`config.mk`:
```
export PLATFORM = sky130hd
export DESIGN_NAME = dino_game_top
export DESIGN_NICKNAME = d
export VERILOG_FILES = /design/src/source/dino_pkg.sv /design/src/source/uart_rx.sv /design/src/source/player_command.sv /design/src/source/dino_motion.sv /design/src/source/obstacle_motion.sv /design/src/source/score_keeper.sv /design/src/source/score_display.sv /design/src/source/dino_game_top.sv
export SDC_FILE = /design/constraint.sdc
export NUM_CORES = 1
export LEC_CHECK = 0
export ABC_AREA = 1
export BUFFER_PORTS_ARGS = -buffer_cell sky130_fd_sc_hd__buf_4
export CAP_MARGIN = 0
export CELL_PAD_IN_SITES_DETAIL_PLACEMENT = 1
export CELL_PAD_IN_SITES_GLOBAL_PLACEMENT = 1
export CORE_ASPECT_RATIO = 0.9
export CORE_MARGIN = 5
export CORE_UTILIZATION = 42
export CTS_BUF_LIST = sky130_fd_sc_hd__clkbuf_4 sky130_fd_sc_hd__clkbuf_8
export DETAILED_ROUTE_END_ITERATION = 8
export HOLD_SLACK_MARGIN = 0.08
export PLACE_DENSITY = 0.77
export SLEW_MARGIN = 20
export SYNTH_ARGS = -nofsm -noshare
export SYNTH_HDL_FRONTEND = slang
export SYNTH_SLANG_ARGS = --single-unit
```
`constraint.sdc`:
```
create_clock -name Clock -period 31.5 [get_ports Clock]
set_clock_uncertainty 0.15 [all_clocks]
set_input_delay 3.15 -clock Clock [delete_from_list [all_inputs] [get_ports Clock]]
set_output_delay 3.15 -clock Clock [all_outputs]
set_load 0.02 [all_outputs]
```
`src/source/dino_pkg.sv`:
```
package dino_pkg;

	typedef logic [8:0]  pos_x_t;   // Horizontal pixel, 320 wide screen
	typedef logic [7:0]  pos_y_t;   // Vertical pixel, 240 high screen
	typedef logic [15:0] score_t;
	typedef logic [3:0]  bcd_t;
	typedef logic [6:0]  seg7_t;    // Active low, segment a in bit 0

	typedef enum logic [1:0] {
		RUNNING,
		ASCENDING,
		DESCENDING
	} jump_state_t;

	// Screen and object geometry
	localparam int SCREEN_W = 320;
	localparam int BOX_SIZE = 32;
	localparam pos_x_t OBSTACLE_WRAP_X = pos_x_t'(SCREEN_W - BOX_SIZE);

	localparam pos_x_t DINO_X = 9'd52;
	localparam pos_y_t DINO_GROUND_Y = 8'd109;
	localparam pos_y_t JUMP_HEIGHT = 8'd60;

	localparam pos_y_t OBSTACLE_Y = 8'd114;
	localparam pos_x_t OBSTACLE_X_INIT = 9'd320;

	// Half window of the overlap test
	localparam int HITBOX_W = 20;
	localparam int HITBOX_H = 30;

	// Respawn lands somewhere in the 100 columns right of the wrap point
	localparam int RESPAWN_SPREAD = 100;
	localparam logic [15:0] LFSR_SEED = 16'hACE1;

	localparam int DUCK_TICKS = 96;   // In game ticks

	// Command bytes from the serial link
	localparam logic [7:0] CMD_JUMP = "J";
	localparam logic [7:0] CMD_DUCK = "D";

	localparam seg7_t SEG7_BLANK = 7'b1111111;

endpackage

```
`src/source/uart_rx.sv`:
```
`timescale 1ns/1ps

module uart_rx #(
	parameter int OS_DIV = 27
) (
	input  logic       Clock,
	input  logic       rst_n,
	input  logic       rxd,
	output logic       rx_valid,
	output logic [7:0] rx_byte
);
	typedef enum logic [1:0] {
		RX_IDLE,
		RX_START,
		RX_DATA,
		RX_STOP
	} rx_state_t;

	typedef logic [$clog2(OS_DIV + 1) - 1:0] div_cnt_t;

	div_cnt_t  div_cnt;
	logic      os_tick;
	logic      rxd_m;
	logic      rxd_s;
	rx_state_t rx_state;
	logic [3:0] os_cnt;     // Ticks left to the next sample point
	logic [2:0] bit_cnt;
	logic [7:0] shift;

	assign os_tick = (div_cnt == div_cnt_t'(OS_DIV - 1));

	always_ff @(posedge Clock) begin
		if (!rst_n || os_tick) begin
			div_cnt <= '0;
		end else begin
			div_cnt <= div_cnt + 1'b1;
		end
	end

	// Line idles high, so the synchronizer starts there too
	always_ff @(posedge Clock) begin
		if (!rst_n) begin
			rxd_m <= 1'b1;
			rxd_s <= 1'b1;
		end else begin
			rxd_m <= rxd;
			rxd_s <= rxd_m;
		end
	end

	always_ff @(posedge Clock) begin
		if (!rst_n) begin
			rx_state <= RX_IDLE;
			os_cnt <= '0;
			bit_cnt <= '0;
			rx_valid <= 1'b0;
		end else begin
			rx_valid <= 1'b0;
			if (os_tick) begin
				if (os_cnt != 4'd0) begin
					os_cnt <= os_cnt - 1'b1;
				end else begin
					case (rx_state)
						RX_IDLE: begin
							if (!rxd_s) begin
								rx_state <= RX_START;
								os_cnt <= 4'd7;   // Half a bit to mid start
							end
						end
						RX_START: begin
							// Glitch shorter than half a bit goes back to idle
							rx_state <= rxd_s ? RX_IDLE : RX_DATA;
							os_cnt <= 4'd15;
							bit_cnt <= '0;
						end
						RX_DATA: begin
							os_cnt <= 4'd15;
							bit_cnt <= bit_cnt + 1'b1;
							if (bit_cnt == 3'd7) begin
								rx_state <= RX_STOP;
							end
						end
						default: begin
							rx_valid <= rxd_s;   // Framing error drops the byte
							rx_state <= RX_IDLE;
						end
					endcase
				end
			end
		end
	end

	// LSB arrives first
	always_ff @(posedge Clock) begin
		if (os_tick && os_cnt == 4'd0) begin
			if (rx_state == RX_DATA) begin
				shift <= {rxd_s, shift[7:1]};
			end
			if (rx_state == RX_STOP) begin
				rx_byte <= shift;
			end
		end
	end

	assert property (@(posedge Clock) disable iff (!rst_n) rx_valid |=> !rx_valid);

endmodule

```
`src/source/player_command.sv`:
```
`timescale 1ns/1ps

module player_command (
	input  logic       Clock,
	input  logic       rst_n,
	input  logic       key_jump_n,
	input  logic       key_duck_n,
	input  logic       rx_valid,
	input  logic [7:0] rx_byte,
	output logic       jump_cmd,
	output logic       duck_cmd
);
	// Bit 0 is the jump button, bit 1 the duck button
	logic [1:0] key_m;
	logic [1:0] key_s;
	logic [1:0] key_d;
	logic [1:0] key_pulse;
	logic       jump_byte;
	logic       duck_byte;

	always_ff @(posedge Clock) begin
		if (!rst_n) begin
			key_m <= '0;
			key_s <= '0;
			key_d <= '0;
			jump_byte <= 1'b0;
			duck_byte <= 1'b0;
		end else begin
			key_m <= ~{key_duck_n, key_jump_n};   // Pressed reads as 1
			key_s <= key_m;
			key_d <= key_s;
			jump_byte <= rx_valid && (rx_byte == dino_pkg::CMD_JUMP);
			duck_byte <= rx_valid && (rx_byte == dino_pkg::CMD_DUCK);
		end
	end

	assign key_pulse = key_s & ~key_d;   // One cycle per press

	assign jump_cmd = jump_byte | key_pulse[0];
	assign duck_cmd = duck_byte | key_pulse[1];

endmodule

```
`src/source/dino_motion.sv`:
```
`timescale 1ns/1ps

module dino_motion #(
	parameter int TICK_CYCLES = 524288
) (
	input  logic              Clock,
	input  logic              rst_n,
	input  logic              game_over,
	input  logic              jump_cmd,
	input  logic              duck_cmd,
	output dino_pkg::pos_y_t  dino_y,
	output logic              ducking
);
	typedef logic [$clog2(TICK_CYCLES + 1) - 1:0] tick_cnt_t;
	typedef logic [$clog2(dino_pkg::DUCK_TICKS + 1) - 1:0] duck_cnt_t;

	tick_cnt_t             tick_cnt;
	logic                  tick;
	dino_pkg::jump_state_t jump_state;
	duck_cnt_t             duck_left;   // Ticks of ducking still to go

	assign tick = (tick_cnt == tick_cnt_t'(TICK_CYCLES - 1));
	assign ducking = (duck_left != '0);

	always_ff @(posedge Clock) begin
		if (!rst_n || game_over || tick) begin
			tick_cnt <= '0;
		end else begin
			tick_cnt <= tick_cnt + 1'b1;
		end
	end

	// Height moves one pixel per tick, turning at the apex
	always_ff @(posedge Clock) begin
		if (!rst_n || game_over) begin
			jump_state <= dino_pkg::RUNNING;
			dino_y <= dino_pkg::DINO_GROUND_Y;
		end else begin
			case (jump_state)
				dino_pkg::RUNNING: begin
					if (jump_cmd && !ducking) begin
						jump_state <= dino_pkg::ASCENDING;
					end
				end
				dino_pkg::ASCENDING: begin
					if (tick) begin
						dino_y <= dino_y - 1'b1;
						if (dino_y == dino_pkg::DINO_GROUND_Y - dino_pkg::JUMP_HEIGHT + 8'd1) begin
							jump_state <= dino_pkg::DESCENDING;
						end
					end
				end
				dino_pkg::DESCENDING: begin
					if (tick) begin
						dino_y <= dino_y + 1'b1;
						if (dino_y == dino_pkg::DINO_GROUND_Y - 8'd1) begin
							jump_state <= dino_pkg::RUNNING;   // Landed
						end
					end
				end
				default: jump_state <= dino_pkg::RUNNING;
			endcase
		end
	end

	always_ff @(posedge Clock) begin
		if (!rst_n || game_over) begin
			duck_left <= '0;
		end else if (duck_cmd && !ducking && jump_state == dino_pkg::RUNNING) begin
			duck_left <= duck_cnt_t'(dino_pkg::DUCK_TICKS);
		end else if (tick && ducking) begin
			duck_left <= duck_left - 1'b1;
		end
	end

	assert property (@(posedge Clock) disable iff (!rst_n)
		dino_y >= dino_pkg::DINO_GROUND_Y - dino_pkg::JUMP_HEIGHT &&
		dino_y <= dino_pkg::DINO_GROUND_Y);

endmodule

```
`src/source/obstacle_motion.sv`:
```
`timescale 1ns/1ps

module obstacle_motion #(
	parameter int TICK_CYCLES = 524288
) (
	input  logic             Clock,
	input  logic             rst_n,
	input  logic             game_over,
	input  logic             respawn,
	output dino_pkg::pos_x_t obstacle_x
);
	typedef logic [$clog2(TICK_CYCLES + 1) - 1:0] tick_cnt_t;

	tick_cnt_t   tick_cnt;
	logic        tick;
	logic [15:0] lfsr;
	logic        feedback;

	// Same divider as the dinosaur, so both move on the same edge
	assign tick = (tick_cnt == tick_cnt_t'(TICK_CYCLES - 1));

	always_ff @(posedge Clock) begin
		if (!rst_n || game_over || tick) begin
			tick_cnt <= '0;
		end else begin
			tick_cnt <= tick_cnt + 1'b1;
		end
	end

	assign feedback = lfsr[15] ^ lfsr[14] ^ lfsr[12] ^ lfsr[3];

	always_ff @(posedge Clock) begin
		if (!rst_n || game_over) begin
			lfsr <= dino_pkg::LFSR_SEED;
		end else begin
			lfsr <= {lfsr[14:0], feedback};
		end
	end

	always_ff @(posedge Clock) begin
		if (!rst_n || game_over) begin
			obstacle_x <= dino_pkg::OBSTACLE_X_INIT;
		end else if (respawn) begin
			obstacle_x <= dino_pkg::OBSTACLE_WRAP_X +
				dino_pkg::pos_x_t'(lfsr % dino_pkg::RESPAWN_SPREAD);
		end else if (tick) begin
			if (obstacle_x <= 9'd1) begin
				obstacle_x <= dino_pkg::OBSTACLE_WRAP_X;   // Off the left edge
			end else begin
				obstacle_x <= obstacle_x - 1'b1;
			end
		end
	end

endmodule

```
`src/source/score_keeper.sv`:
```
`timescale 1ns/1ps

module score_keeper (
	input  logic             Clock,
	input  logic             rst_n,
	input  dino_pkg::pos_y_t dino_y,
	input  dino_pkg::pos_x_t obstacle_x,
	output logic             game_over,
	output logic             respawn,
	output dino_pkg::score_t score,
	output dino_pkg::score_t high_score
);
	logic             overlap;
	logic             overlap_d;
	logic             pass;
	dino_pkg::pos_x_t prev_x;
	dino_pkg::score_t best = '0;   // Kept across rst_n

	// Boxes overlap when both axes are within the hitbox window
	assign overlap =
		(dino_pkg::DINO_X + dino_pkg::HITBOX_W >= obstacle_x) &&
		(dino_pkg::DINO_X <= obstacle_x + dino_pkg::HITBOX_W) &&
		(dino_y + dino_pkg::HITBOX_H >= dino_pkg::OBSTACLE_Y) &&
		(dino_y <= dino_pkg::OBSTACLE_Y + dino_pkg::HITBOX_H);

	// Obstacle just moved past the dinosaur column without touching it
	assign pass = (prev_x > dino_pkg::DINO_X) && (obstacle_x <= dino_pkg::DINO_X) &&
		!overlap && !overlap_d;

	always_ff @(posedge Clock) begin
		if (!rst_n) begin
			game_over <= 1'b0;
			respawn <= 1'b0;
			score <= '0;
			prev_x <= dino_pkg::OBSTACLE_X_INIT;
			overlap_d <= 1'b0;
		end else begin
			prev_x <= obstacle_x;
			overlap_d <= overlap;
			respawn <= 1'b0;
			if (overlap) begin
				game_over <= 1'b1;   // Held until rst_n
			end
			if (pass && !game_over) begin
				score <= score + 1'b1;
				respawn <= 1'b1;
			end
		end
	end

	// Compare at the edge where game_over goes high
	always_ff @(posedge Clock) begin
		if (rst_n && overlap && !game_over && score > best) begin
			best <= score;
		end
	end

	assign high_score = best;

	assert property (@(posedge Clock) disable iff (!rst_n)
		$past(rst_n) |-> score >= $past(score));

endmodule

```
`src/source/score_display.sv`:
```
`timescale 1ns/1ps

module score_display (
	input  dino_pkg::score_t score,
	input  dino_pkg::score_t high_score,
	output dino_pkg::seg7_t  hex0,
	output dino_pkg::seg7_t  hex1,
	output dino_pkg::seg7_t  hex2,
	output dino_pkg::seg7_t  hex3,
	output dino_pkg::seg7_t  hex4,
	output dino_pkg::seg7_t  hex5
);
	// Decimal digit at the given place value
	function automatic dino_pkg::bcd_t digit_of(input dino_pkg::score_t value,
		input int unsigned place);
		digit_of = dino_pkg::bcd_t'((value / place) % 10);
	endfunction

	function automatic dino_pkg::seg7_t encode(input dino_pkg::bcd_t digit);
		case (digit)
			4'd0: encode = 7'b1000000;
			4'd1: encode = 7'b1111001;
			4'd2: encode = 7'b0100100;
			4'd3: encode = 7'b0110000;
			4'd4: encode = 7'b0011001;
			4'd5: encode = 7'b0010010;
			4'd6: encode = 7'b0000010;
			4'd7: encode = 7'b1111000;
			4'd8: encode = 7'b0000000;
			4'd9: encode = 7'b0010000;
			default: encode = dino_pkg::SEG7_BLANK;
		endcase
	endfunction

	assign hex0 = encode(digit_of(score, 1));
	assign hex1 = encode(digit_of(score, 10));
	assign hex2 = encode(digit_of(score, 100));
	assign hex3 = encode(digit_of(high_score, 1));   // High score on the left three
	assign hex4 = encode(digit_of(high_score, 10));
	assign hex5 = encode(digit_of(high_score, 100));

endmodule

```
`src/source/dino_game_top.sv`:
```
`timescale 1ns/1ps

module dino_game_top #(
	parameter int TICK_CYCLES = 524288,
	parameter int OS_DIV = 27
) (
	input  logic             Clock,
	input  logic             rst_n,
	input  logic             key_jump_n,
	input  logic             key_duck_n,
	input  logic             uart_rxd,
	output dino_pkg::seg7_t  hex0,
	output dino_pkg::seg7_t  hex1,
	output dino_pkg::seg7_t  hex2,
	output dino_pkg::seg7_t  hex3,
	output dino_pkg::seg7_t  hex4,
	output dino_pkg::seg7_t  hex5,
	output logic             game_over,
	output logic             ducking,
	output dino_pkg::pos_y_t dino_y,
	output dino_pkg::pos_x_t obstacle_x
);
	logic             rx_valid;
	logic [7:0]       rx_byte;
	logic             jump_cmd;
	logic             duck_cmd;
	logic             respawn;
	dino_pkg::score_t score;
	dino_pkg::score_t high_score;

	uart_rx #(.OS_DIV(OS_DIV)) uart_rx_inst (.Clock(Clock), .rst_n(rst_n), .rxd(uart_rxd),
		.rx_valid(rx_valid), .rx_byte(rx_byte));

	player_command player_command_inst (.Clock(Clock), .rst_n(rst_n),
		.key_jump_n(key_jump_n), .key_duck_n(key_duck_n), .rx_valid(rx_valid),
		.rx_byte(rx_byte), .jump_cmd(jump_cmd), .duck_cmd(duck_cmd));

	dino_motion #(.TICK_CYCLES(TICK_CYCLES)) dino_motion_inst (.Clock(Clock), .rst_n(rst_n),
		.game_over(game_over), .jump_cmd(jump_cmd), .duck_cmd(duck_cmd),
		.dino_y(dino_y), .ducking(ducking));

	obstacle_motion #(.TICK_CYCLES(TICK_CYCLES)) obstacle_motion_inst (.Clock(Clock),
		.rst_n(rst_n), .game_over(game_over), .respawn(respawn), .obstacle_x(obstacle_x));

	score_keeper score_keeper_inst (.Clock(Clock), .rst_n(rst_n), .dino_y(dino_y),
		.obstacle_x(obstacle_x), .game_over(game_over), .respawn(respawn),
		.score(score), .high_score(high_score));

	score_display score_display_inst (.score(score), .high_score(high_score),
		.hex0(hex0), .hex1(hex1), .hex2(hex2), .hex3(hex3), .hex4(hex4), .hex5(hex5));

endmodule

```
==> Word level (Yosys, flattened, before mapping) <==
Memory sizes are Yosys's and may differ from the RTL's.
Index checks and enable logic that the tools add are counted.
{ "classes": {"add_sub_neg": 13, "div": 11, "magnitude_cmp": 8, "eq_ne": 21, "mux": 23, "bitwise": 11, "reduce_logical": 46} }
{ "ops": {"columns": ["operator", "count"], "rows": [
  ["$mod A32 B4 Y32 const B", 4],
  ["$div A16 B4 Y32 const B", 2],
  ["$div A16 B7 Y32 const B", 2],
  ["$mod A16 B4 Y32 const B", 2],
  ["$add A20 B1 Y20 const B", 2],
  ["$eq A20 B19 Y1 const B", 2],
  ["$ge A32 B7 Y1 const B", 1],
  ["$le A6 B32 Y1 const A", 1],
  ["$mod A16 B7 Y32 const B", 1],
  ["$mux W9", 3],
  ["$eq A8 B7 Y1 const B", 3],
  ["$logic_and A1 B1 Y1", 17],
  ["$add A16 B1 Y16 const B", 1],
  ["$gt A16 B16 Y1", 1],
  ["$mux W2", 8],
  ["$mux W8", 2],
  ["$pmux W8 S2", 1],
  ["$mux W7", 2],
  ["$ne A2 B1 Y1 const B", 6],
  ["$pmux W2 S3", 2],
  ["$add A9 B5 Y10 const B", 1],
  ["$add A8 B5 Y9 const B", 1],
  ["$add A9 B9 Y9 const A", 1],
  ["$ge A7 B9 Y1 const A", 1],
  ["41 further kinds", 66]
]} }
{ "word_totals": {"regBits": 167, "rom_bits": 672, "inputBits": 5, "output_inout_bits": 61, "memories": 6} }
{ "memory_table": {"columns": ["name", "depth", "word_bits", "read_ports", "rd_ports_with_merged_regs", "wr", "line_no", "source"], "rows": [
  ["(no name shown)", 16, 7, 1, 0, 0, "score_display.sv:20", "case (digit)"],
  ["(no name shown)", 16, 7, 1, 0, 0, "score_display.sv:20", null],
  ["(no name shown)", 16, 7, 1, 0, 0, "score_display.sv:20", null],
  ["(no name shown)", 16, 7, 1, 0, 0, "score_display.sv:20", null],
  ["(no name shown)", 16, 7, 1, 0, 0, "score_display.sv:20", null],
  ["(no name shown)", 16, 7, 1, 0, 0, "score_display.sv:20", null]
]} }

==> Depth between registers and ports, before layout <==
{ "logic_depth": {"word_depth": 10, "mapped_depth": 98} }

==> Hierarchy <==
From an unflattened synthesis, not the netlist that was laid out.
{ "hier_totals": {"cells_unflattened": 4475, "area_unflattened_um2": 26600.5} }
{ "modules_own_cells": {"columns": ["mod", "instances", "cells_per_inst", "area_each_um2", "seq_area_each_um2"], "rows": [
  ["score_display", 1, 3022, 15815.2, 0.0],
  ["obstacle_motion", 1, 680, 4395.5, 900.9],
  ["score_keeper", 1, 302, 2572.5, 1041.0],
  ["dino_motion", 1, 292, 2109.5, 740.7],
  ["uart_rx", 1, 145, 1427.6, 820.8],
  ["player_command", 1, 34, 280.3, 160.2]
]} }

==> Worst setup path after synthesis <==
OpenSTA, ideal clock, no wires.
{ "synth_path": {"path_kind": "reg2out", "from": "register score_keeper_inst.best[13] (netlist: score_keeper_inst.high_score[13])", "to": "output hex4[3]", "t_arrival_ps": 9433, "required_time_ps": 28200, "setup_slack_ps": 18767, "path_stages_with_launch": 71, "path_buffers": 0, "path_cell_list": "edfxtp_1 nor2_2 inv_2 ha_1 o21ai_1 nand3_4 nand2_1 nand2_2 nor2_4 nand3_4 nor2_1 inv_1 ha_1 o21ai_0 inv_1 nor2_2 nand2_1 nand2_1 (+35 left out) nand2_1 nand2_1 inv_1 ha_1 nor2_1 o21ai_0 nor2_1 or2_2 o21ai_2 nand2_2 nor2_4 nand4_2 nand2_1 nand2_1 ha_1 nand3b_1 nand3_1 nand2_1"} }
{ "synth_between": {"elab_chain_len": 3} }
{ "synth_lines": {"columns": ["item", "line_no", "source"], "rows": [
  ["start, declared", "score_keeper.sv:17", "dino_pkg::score_t best = '0;"],
  ["start signal, assigned", "score_keeper.sv:54", "best <= score;"],
  ["$div A16 B4 Y32", "score_display.sv:16", "digit_of = dino_pkg::bcd_t'((value / place) % 10);"],
  ["$mod A32 B4 Y32", "score_display.sv:16", null],
  ["$mem_v2 Z16 W7", null, null],
  ["end, declared", "dino_game_top.sv:16", "output dino_pkg::seg7_t hex4,"]
]} }
Every way passes these cells.

==> Worst setup path after layout <==
Same ends and word-level chain as after synthesis.

==> results.ini <==
[run_status]
outcome = completed

[die]
initial_utilization_pct = 42.4
boundaryPins = 66
die_y_um = 243
die_area_mm2 = 0.0652
core_mm2 = 0.0597
rows = 85
die_w_um = 269

[clock_network]
cts_hold_buf = 0
cts_tree = built
clkLatencyLatePin_ns = 0.54
cts_root_buffer = clkbuf_8
path_clk_slew_ns = 0.10
cts.sinks = 167
ctsResizeCount = 0
postCtsSetupBuffers = 0
htree_levels = 4
cts_buffer_depth = 2
numCtsBuffers = 17

[finish]
multi_input_area_mm2 = 0.0184
nets = 4386
drive_gt1_share_pct = 13.8
fin_area_mm2 = 0.0267
final_cell_mix = nand2_1, inv_1, nor2_1
seq_area_mm2 = 0.00366
final_common_cell = nand2_1
final_util_pct = 44.7
areaGrowthSynthToFinish_pct = 5.60
fillers = 8446

[global_routing]
grt_usage_pct = 20.9
overflow = 0
antenna_found_initial = 1
grt_max_degree = 42
grt_pass1_vias = 26000
grt_pass1_wl_um = 119000

[run]
drv_cap = 0

[detailed_routing]
first_pass_iters = 5
drt_first_iter_violations = 975
met1_length_um = 34400
wl_met2_um = 32100
routed_wirelength_um = 68400
vias = 26000
drt-wirelength-per-cell_um = 13.5
drc_errors = 0
via_per_inst = 5.12
wl_met3_um = 1020
antenna_left = 0
topRoutingLayerUsed = met4

[yosys]
syn-instance-count = 4252
async_reset_ff_share_pct = 0
synth_top_flop_cell = dfxtp_1
synth_nets = 4354
ys_types = 82
yosys_warnings = 0
syn_avg_cell_area_um2 = 5.94
ys_ff_latch = 167
synth_edf_count = 32
yosysSeqAreaShare_pct = 14.5
synth_area_mm2 = 0.0253

[power_and_ir_drop]
power_density_mw_per_mm2 = 26.5
ir_drop_mv = 0.0518
p_leak_uw = 0.0147

[sta]
tns_ns = 0
fmax_mhz = 58.1
finalHoldViolations = 0
slew_headroom_pct = 44.3
min_period_ns = 17.20
finalMaxSlewViolations = 0
tightest_slew_ns = 0.834
min_period_over_period_pct = 54.6
setup_viol = 0
rsz0062_at_grt = no

[worst_setup_path]
cpLargestDelayFamily = simple AND/OR/NAND/NOR gates
worstSetupEndpointType = primary output
start_kind = register
worst_ep_arrival_time_ns = 13.90
cp.required_ns = 28.20
crit_fanout = 41
cpMostUsedCell = nand2_1
slowest_delay_ns = 0.60
crit_slowest_cell = nand3b_4
cp.buffers_inverters = 6
critical_path_class = reg2out

[place]
port_buffers = 65
routabilityCongestion = 0.855
placed_area_mm2 = 0.0262
hpwl_um = 56900

[min_path]
hold_path.class = reg2reg

==> metal layers <==
metal / global-route usage (%) / vias to the layer above
li1: - / 13700
met1: 28.4 / 12100
met2: 36.3 / 153
met3: 1.92 / 43
met4: 3.99 / 0
met5: 0 / -
==> metrics by stage <==
stage,power [uW],std cells,hold WS [ns],setup WS [ns]
floorplan,475,4252,0.240,18.77
global placement,529,5048,0.242,15.55
detailed placement,538,5048,0.254,14.95
CTS,718,5080,0.280,14.30
global route,772,5081,0.309,12.79
finish,707,5081,0.275,14.30
==> sequential cells by signal, indices dropped and copies added (netlist names), 3 cells and up <==
signal and flops:
dino_motion_inst.dino_y 8, dino_motion_inst.duck_left 7, dino_motion_inst.tick_cnt 20, obstacle_motion_inst.lfsr 16
obstacle_motion_inst.obstacle_x 9, obstacle_motion_inst.tick_cnt 20, score_keeper_inst.high_score 16, score_keeper_inst.prev_x 9
score_keeper_inst.score 16, uart_rx_inst.bit_cnt 3, uart_rx_inst.div_cnt 5, uart_rx_inst.os_cnt 4
uart_rx_inst.rx_byte 8, uart_rx_inst.shift 8
==> worst paths after layout <==
kind | slack, ns | cells past startpoint | from | endpoint
worst min-delay path | 0.27 | 2 | player_command_inst.key_s[1]$_SDFF_PN0_ | player_command_inst.key_d[1]$_SDFF_PN0_
worst max register to register | 20.62 | 69 | obstacle_motion_inst.lfsr[15]$_SDFF_PP1_ | obstacle_motion_inst.obstacle_x[6]$_SDFFE_PP1P_
worst min register to register | 0.27 | 2 | player_command_inst.key_s[1]$_SDFF_PN0_ | player_command_inst.key_d[1]$_SDFF_PN0_
worst max-delay path | 14.30 | 73 | score_keeper_inst.high_score[13]$_DFFE_PP_ | hex4[3]
==> power by group <==
| group | switching (uW) | total [uW] | internal, uW |
|---|---|---|---|
| Sequential | 2.38 | 222 | 220 |
| Clock | 98.3 | 174 | 75.3 |
| Combinational | 209 | 312 | 103 |
==> cell usage after synthesis (50+ instances only) <==
cell | number | share of area (%)
nor2_1 | 460 | 6.8
inv_1 | 594 | 8.8
xor2_1 | 139 | 4.8
inv_2 | 62 | 0.92
nand3_1 | 348 | 6.9
a21oi_1 | 125 | 2.5
dfxtp_1 | 135 | 11
ha_1 | 96 | 4.8
nand4_1 | 127 | 3.1
o21ai_0 | 139 | 2.8
nand2_1 | 1180 | 18
nand2_2 | 129 | 3.2
nor3_1 | 64 | 1.3
nor2_2 | 50 | 1.2
nand2_4 | 57 | 2.5
==> logic make-up after synthesis <==
| kind of cell | count (synthesis) | synth area share, % |
|---|---|---|
| buf+inv | 754 | 12.7 |
| xor+xnor | 180 | 6.24 |
| compound gates | 427 | 10.1 |
| simple gates | 2627 | 51.6 |
| fa+ha+maj | 97 | 4.83 |
| flops | 167 | 14.5 |
==> tightest hold or removal path, stage by stage, from the launching register on <==
cell     delay (ns)
dfxtp_1        0.32
nand2_1        0.05
inv_1          0.03
==> cell type report <==
cell class,count,share of cell area [%]
clock inverters,15,0.774
inverters,698,10.0
multi-input cells,3331,69.0
flip-flops and latches,167,13.7
clock buffers,17,0.877
well taps,783,3.67
repair buffers,69,1.94
diodes,1,0.00938
(Power assumes the default switching activity.)
